## src/ckpt_pkg.sv

```systemverilog
package ckpt_pkg;

    // selects one of up to 4 checkpoint pages
    typedef logic [1:0] ckpt_id_t;

    // one bit wider than the tag, so full and empty differ
    typedef logic [7:0] fl_ptr_t;

    typedef logic [7:0] rq_ptr_t;

    typedef struct packed {
        logic     save;     // store state into page
        logic     restore;  // reload state from page
        ckpt_id_t page;
    } ckpt_cmd_t;

endpackage

```

## src/rename_types_pkg.sv

```systemverilog
package rename_types_pkg;

    // up to 128 physical registers
    typedef logic [6:0] phys_tag_t;

    // 32 architectural registers
    typedef logic [4:0] arch_reg_t;

    typedef struct packed {
        logic      valid;  // rename strobe
        arch_reg_t dest;   // destination arch register
    } rename_req_t;

    typedef struct packed {
        logic      done;     // one cycle after an accepted rename
        phys_tag_t new_tag;  // tag handed out by the free list
        phys_tag_t old_tag;  // mapping displaced by this rename
    } rename_rsp_t;

endpackage

```

## src/free_list.sv

```systemverilog
module free_list #(
    parameter int NUM_ARCH = 32,
    parameter int NUM_PHYS = 64,
    parameter int NUM_CKPT = 4
) (
    input  logic                        clk,
    input  logic                        reset,
    input  logic                        alloc,
    output rename_types_pkg::phys_tag_t free_tag,
    output logic                        empty,
    input  logic                        release_en,
    input  rename_types_pkg::phys_tag_t release_tag,
    input  ckpt_pkg::ckpt_cmd_t         ckpt
);
    import rename_types_pkg::*;
    import ckpt_pkg::*;

    // tags not held by the map at reset
    localparam int DEPTH = NUM_PHYS - NUM_ARCH;
    localparam int IDX_W = (DEPTH > 1) ? $clog2(DEPTH) : 1;
    // ring rounded up to a power of two so the pointers wrap on their own
    localparam int SLOTS = 2 ** IDX_W;

    typedef logic [IDX_W-1:0] slot_idx_t;

    phys_tag_t tags [SLOTS];
    fl_ptr_t   rd_ptr;
    fl_ptr_t   wr_ptr;
    fl_ptr_t   saved_rd [NUM_CKPT];  // one read pointer per page
    slot_idx_t rd_idx;
    slot_idx_t wr_idx;

    assign rd_idx = rd_ptr[IDX_W-1:0];
    assign wr_idx = wr_ptr[IDX_W-1:0];

    // head of the list goes straight to the map
    assign free_tag = tags[rd_idx];
    assign empty    = (rd_ptr == wr_ptr);

    always_ff @(posedge clk) begin
        if (reset) begin
            for (int i = 0; i < SLOTS; i++) begin
                tags[i] <= phys_tag_t'(NUM_ARCH + i);  // tail slots beyond DEPTH unused
            end
        end else if (release_en) begin
            tags[wr_idx] <= release_tag;  // committed tag joins the tail
        end
    end

    always_ff @(posedge clk) begin
        if (reset) begin
            rd_ptr <= '0;
            wr_ptr <= fl_ptr_t'(DEPTH);  // list starts full
        end else begin
            if (release_en) begin
                wr_ptr <= wr_ptr + fl_ptr_t'(1);
            end
            // rewinding the read pointer hands back every tag given out since the save
            if (ckpt.restore) begin
                rd_ptr <= saved_rd[ckpt.page];
            end else if (alloc && !empty) begin
                rd_ptr <= rd_ptr + fl_ptr_t'(1);
            end
        end
    end

    always_ff @(posedge clk) begin
        if (reset) begin
            for (int p = 0; p < NUM_CKPT; p++) begin
                saved_rd[p] <= '0;  // same as the reset read pointer
            end
        end else if (ckpt.save) begin
            saved_rd[ckpt.page] <= rd_ptr;  // no alloc can share this cycle
        end
    end

endmodule

```

## src/rename_map.sv

```systemverilog
module rename_map #(
    parameter int NUM_ARCH = 32,
    parameter int NUM_CKPT = 4
) (
    input  logic                          clk,
    input  logic                          reset,
    input  rename_types_pkg::rename_req_t rename_req,
    output rename_types_pkg::rename_rsp_t rename_rsp,
    input  rename_types_pkg::phys_tag_t   free_tag,
    input  logic                          empty,
    output logic                          alloc,
    output logic                          push,
    output rename_types_pkg::phys_tag_t   push_tag,
    input  ckpt_pkg::ckpt_cmd_t           ckpt
);
    import rename_types_pkg::*;

    phys_tag_t map [NUM_ARCH];
    phys_tag_t ckpt_map [NUM_CKPT][NUM_ARCH];  // full map copy per page

    logic      fire;
    phys_tag_t cur_tag;
    logic      done_q;
    phys_tag_t new_tag_q;
    phys_tag_t old_tag_q;

    // a request is dropped while the free list is dry
    assign fire    = rename_req.valid && !empty;
    assign cur_tag = map[rename_req.dest];

    assign alloc    = fire;
    assign push     = fire;
    assign push_tag = cur_tag;  // displaced mapping waits in the retire queue

    always_ff @(posedge clk) begin
        if (reset) begin
            for (int i = 0; i < NUM_ARCH; i++) begin
                map[i] <= phys_tag_t'(i);  // identity mapping
            end
        end else if (ckpt.restore) begin
            map <= ckpt_map[ckpt.page];
        end else if (fire) begin
            map[rename_req.dest] <= free_tag;
        end
    end

    always_ff @(posedge clk) begin
        if (reset) begin
            for (int p = 0; p < NUM_CKPT; p++) begin
                for (int i = 0; i < NUM_ARCH; i++) begin
                    ckpt_map[p][i] <= phys_tag_t'(i);
                end
            end
        end else if (ckpt.save) begin
            ckpt_map[ckpt.page] <= map;
        end
    end

    always_ff @(posedge clk) begin
        if (reset) begin
            done_q <= 1'b0;
        end else begin
            done_q <= fire;
        end
    end

    // response payload, only meaningful with done
    always_ff @(posedge clk) begin
        if (fire) begin
            new_tag_q <= free_tag;
            old_tag_q <= cur_tag;  // value before this cycle's write
        end
    end

    assign rename_rsp = '{done: done_q, new_tag: new_tag_q, old_tag: old_tag_q};

endmodule

```

## src/rename_top.sv

```systemverilog
module rename_top #(
    parameter int NUM_ARCH = 32,
    parameter int NUM_PHYS = 64,   // at most 128
    parameter int NUM_CKPT = 4     // at most 4
) (
    input  logic                          clk,
    input  logic                          reset,
    input  rename_types_pkg::rename_req_t rename_req,
    output rename_types_pkg::rename_rsp_t rename_rsp,
    input  logic                          commit,
    input  ckpt_pkg::ckpt_cmd_t           ckpt,
    output logic                          stall
);
    import rename_types_pkg::*;

    phys_tag_t free_tag;
    phys_tag_t push_tag;
    phys_tag_t release_tag;
    logic      empty;
    logic      alloc;
    logic      push;
    logic      release_en;

    // back-pressure is just the free list running dry
    assign stall = empty;

    free_list #(
        .NUM_ARCH (NUM_ARCH),
        .NUM_PHYS (NUM_PHYS),
        .NUM_CKPT (NUM_CKPT)
    ) free_list_inst (
        .clk         (clk),
        .reset       (reset),
        .alloc       (alloc),
        .free_tag    (free_tag),
        .empty       (empty),
        .release_en  (release_en),
        .release_tag (release_tag),
        .ckpt        (ckpt)
    );

    rename_map #(
        .NUM_ARCH (NUM_ARCH),
        .NUM_CKPT (NUM_CKPT)
    ) rename_map_inst (
        .clk        (clk),
        .reset      (reset),
        .rename_req (rename_req),
        .rename_rsp (rename_rsp),
        .free_tag   (free_tag),
        .empty      (empty),
        .alloc      (alloc),
        .push       (push),
        .push_tag   (push_tag),
        .ckpt       (ckpt)
    );

    retire_queue #(
        .NUM_PHYS (NUM_PHYS),
        .NUM_CKPT (NUM_CKPT)
    ) retire_queue_inst (
        .clk         (clk),
        .reset       (reset),
        .push        (push),
        .push_tag    (push_tag),
        .commit      (commit),
        .release_en  (release_en),
        .release_tag (release_tag),
        .ckpt        (ckpt)
    );

endmodule

```

## src/retire_queue.sv

```systemverilog
module retire_queue #(
    parameter int NUM_PHYS = 64,
    parameter int NUM_CKPT = 4
) (
    input  logic                        clk,
    input  logic                        reset,
    input  logic                        push,
    input  rename_types_pkg::phys_tag_t push_tag,
    input  logic                        commit,
    output logic                        release_en,
    output rename_types_pkg::phys_tag_t release_tag,
    input  ckpt_pkg::ckpt_cmd_t         ckpt
);
    import rename_types_pkg::*;
    import ckpt_pkg::*;

    // never more outstanding tags than physical registers
    localparam int IDX_W = $clog2(NUM_PHYS);
    localparam int SLOTS = 2 ** IDX_W;

    phys_tag_t slots [SLOTS];
    rq_ptr_t   rd_ptr;
    rq_ptr_t   wr_ptr;
    rq_ptr_t   saved_wr [NUM_CKPT];
    logic      q_empty;

    assign q_empty     = (rd_ptr == wr_ptr);
    assign release_en  = commit && !q_empty;  // commit on empty queue is dropped
    assign release_tag = slots[rd_ptr[IDX_W-1:0]];

    always_ff @(posedge clk) begin
        if (push) begin
            slots[wr_ptr[IDX_W-1:0]] <= push_tag;
        end
    end

    always_ff @(posedge clk) begin
        if (reset) begin
            rd_ptr <= '0;
            wr_ptr <= '0;
        end else begin
            // squashed renames vanish when the tail moves back
            if (ckpt.restore) begin
                wr_ptr <= saved_wr[ckpt.page];
            end else if (push) begin
                wr_ptr <= wr_ptr + rq_ptr_t'(1);
            end
            if (release_en) begin
                rd_ptr <= rd_ptr + rq_ptr_t'(1);
            end
        end
    end

    always_ff @(posedge clk) begin
        if (reset) begin
            for (int p = 0; p < NUM_CKPT; p++) begin
                saved_wr[p] <= '0;
            end
        end else if (ckpt.save) begin
            saved_wr[ckpt.page] <= wr_ptr;
        end
    end

endmodule

```

## config.mk

```make
export PLATFORM = sky130hd
export DESIGN_NAME = rename_top
export DESIGN_NICKNAME = d
export VERILOG_FILES = /design/src/ckpt_pkg.sv /design/src/rename_types_pkg.sv /design/src/free_list.sv /design/src/rename_map.sv /design/src/rename_top.sv /design/src/retire_queue.sv
export SDC_FILE = /design/constraint.sdc
export NUM_CORES = 2
export LEC_CHECK = 0
export CORE_MARGIN = 8
export CORE_UTILIZATION = 52
export CTS_CLUSTER_DIAMETER = 50
export DETAILED_ROUTE_END_ITERATION = 7
export DONT_BUFFER_PORTS = 1
export PLACE_DENSITY = 0.67
export SLEW_MARGIN = 25
export SYNTH_ARGS = -nofsm -noshare
export SYNTH_HDL_FRONTEND = slang
export SYNTH_SLANG_ARGS = --single-unit
export TNS_END_PERCENT = 1
```

## constraint.sdc

```tcl
create_clock -name clk -period 10.2 [get_ports clk]
set_clock_uncertainty 0.1 [all_clocks]
set_input_delay 1.53 -clock clk [delete_from_list [all_inputs] [get_ports clk]]
set_output_delay 1.53 -clock clk [all_outputs]
set_load 0.02 [all_outputs]
```

==> results by group <==
Logic synthesis
  – Number of flops mapped to enable cells by yosys: 1646
  – Post-synth ARST share: 0
  – Syn_area_per_cell: 15.7 um^2
  – Seq/Total Area, Yosys: 0.667
  – Post-Synthesis Cells: 5235
  – Netlist cell types: 65
  – Warnings, synthesis: 0
  – #FFs+latches synth: 1914
  – Share of the synthesized area in the top cell type: 0.602
  – Synth top area cells: edfxtp_1 60%, mux4_2 13%, dfxtp_1 6.5%
  – Syn_nets: 5255
  – Ys flop type: edfxtp_1
  – Synth top cells by count: 1646 x edfxtp_1, 664 x and2_1, 479 x mux4_2
  – Cell Area, Synth: 0.0821 mm^2
  – Top-count cell post-synth: edfxtp_1
  – Cell taking the most area after synthesis: edfxtp_1

Timing
  – Min Tclk post-route: 4970 ps
  – Peak Freq: 201 MHz
  – Slew HR: 0.284
  – Setup repair after global routing missed its margin: false
  – Tightest Pin Transition: 1060 ps
  – Slew Viols, Final: 0
  – # setup viols final: 0
  – Final Cycle Share: 0.487
  – Min Hold Slack: 422 ps
  – Final TNS setup: 0 ps
  – Hold Violations, Final: 0

Clocking
  – Inserted Clock Buffers: 196
  – CTS tree: done
  – CTS root buffer: clkbuf_16
  – Post-cts repair resize count: 0
  – Hold buffers post-CTS: 0
  – H-tree levels: 4
  – Clock Sinks: 1914
  – Clk buf depth: 3
  – Worst-path clk slew: 60 ps
  – Worst skew pair latency: 840 ps
  – Post CTS Setup Buffer Count: 0

Flow run
  – Max-cap viol count: 0

Worst setup path
  – Critical Path RT: 10530 ps
  – Critical path type: input pin to flop
  – Startpoint types: input pin
  – WP data arrival: 5300 ps
  – Crit-path max FO: 246
  – CP Capture Type: flop

Global routing
  – All-Layer GR Usage: 0.247
  – Grt ovf: 0
  – Global-route wire length before repair: 315 mm
  – Vias in the first global route: 47767
  – Initial antenna violation count: 2
  – Largest net degree at the start of global routing: 247

Outcome
  – Status: complete, no violations

Floorplan
  – Initial Util: 0.521
  – Site row count: 146
  – Die Area: 0.171 mm^2
  – Die extent in x: 413 um
  – IO Count: 29
  – Die height: 413 um
  – Core area: 0.158 mm^2

Power and ir drop
  – P per Cell Area: 193 mW/mm^2
  – PnR Total Power: 17.5 mW
  – Peak supply drop: 174 uV
  – Leakage power: 28.9 nW

Drt
  – Final WL: 211 mm
  – Starting DRC count in detailed routing: 5581
  – ANT nets after route: 0
  – Drt drc: 0
  – 1st-pass router iterations: 6
  – Routed len/inst: 28.7 um
  – Routed vias/inst: 6.35
  – Routed via count: 46752

Finish
  – Non-Filler Instances: 7362
  – Synthesis-to-layout area growth: 10.3%
  – Fin nets: 5137
  – # fillers: 11952
  – Layout cell share with drive strength beyond 1: 0.177

Placed design
  – Placed insts: 6991
  – Final estimated routing congestion in global placement: 0.804
  – Dpl hpwl: 113 mm
  – Port bufs: 0

Worst hold path
  – Hold/Removal Path Class: flop to flop
-- where the power goes --
part           total (mW)  switching [mW]  leakage [nW]  internal [mW]
Clock                7.22            3.08          3.15           4.14
Sequential           8.91           0.157          17.2           8.75
Combinational        1.32           0.890          8.51          0.434
-- layer usage --
layer / GRT usage / share of wire
met5: 0 / 0
met2: 0.388 / 0.47
met1: 0.346 / 0.41
met4: 0.0728 / 0.028
met3: 0.0587 / 0.097
-- cells by family after synthesis --
family	Yosys count	share of synthesized area
xor gates and xnor gates	35	0.00373
AOI/OAI and AO/OA	506	0.0449
buffers and inverters	428	0.0213
DFF	1914	0.667
and+or+nand+nor	1775	0.119
adders and majority gates	7	0.00107
muxes	570	0.143
-- state kept, by name, indices dropped and copies added (netlist names), 32 cells and up, named ones only --
name	count
free_list_inst.saved_rd	32
free_list_inst.tags	224
rename_map_inst.map	224
rename_map_inst.ckpt_map	896
retire_queue_inst.saved_wr	32
retire_queue_inst.slots	448
-- area by class of cell --
type                            instances  area (um^2)  area share
Inverter                               17         66.3    0.000732
Clock buffer                          269         5390      0.0595
Multi-Input combinational cell       2893        25800       0.284
Antenna cell                            3         7.51   0.0000829
Clock inverter                         99         1150      0.0127
Sequential cell                      1914        54800       0.605
Tap cell                             2072         2590      0.0286
Timing Repair Buffer                   95          801     0.00884
-- worst paths after layout --
check | startpoint | end | slack, ps | cells past startpoint
min | free_list_inst.wr_ptr[6] | free_list_inst.wr_ptr[6] | 420 | 2
max | ckpt[1] | rename_map_inst.ckpt_map[3][79] | 5230 | 5
min reg2reg | free_list_inst.wr_ptr[6] | free_list_inst.wr_ptr[6] | 420 | 2
max reg2reg | free_list_inst.wr_ptr[2] | retire_queue_inst.slots[54][3] | 5810 | 8
-- per-stage QoR --
step,cell area [um^2],util,setup slack (ps)
global placement,84000,0.533,4820
finish,90600,0.575,5230
global route,90600,0.574,5040
detailed placement,84000,0.533,4890
floorplan,82100,-,1890
CTS,90600,0.574,5290
-- cell usage in the layout, fill, tap and decap left out, drive strengths merged, types with 95 or more instances in the layout --
cell,synthesis,layout
edfxtp,1646,1646
and2,664,664
mux4,479,479
nand2b,328,328
nor2,298,298
clkbuf,295,269
dfxtp,268,268
nand2,231,231
a21oi,123,123
buf,116,95
-- worst max-delay path, cell delays in order --
cell,delay [ps]
nand3_1,280
nand2_4,460
buf_4,720
buf_4,830
buf_4,770
(Power assumes the default switching activity.)
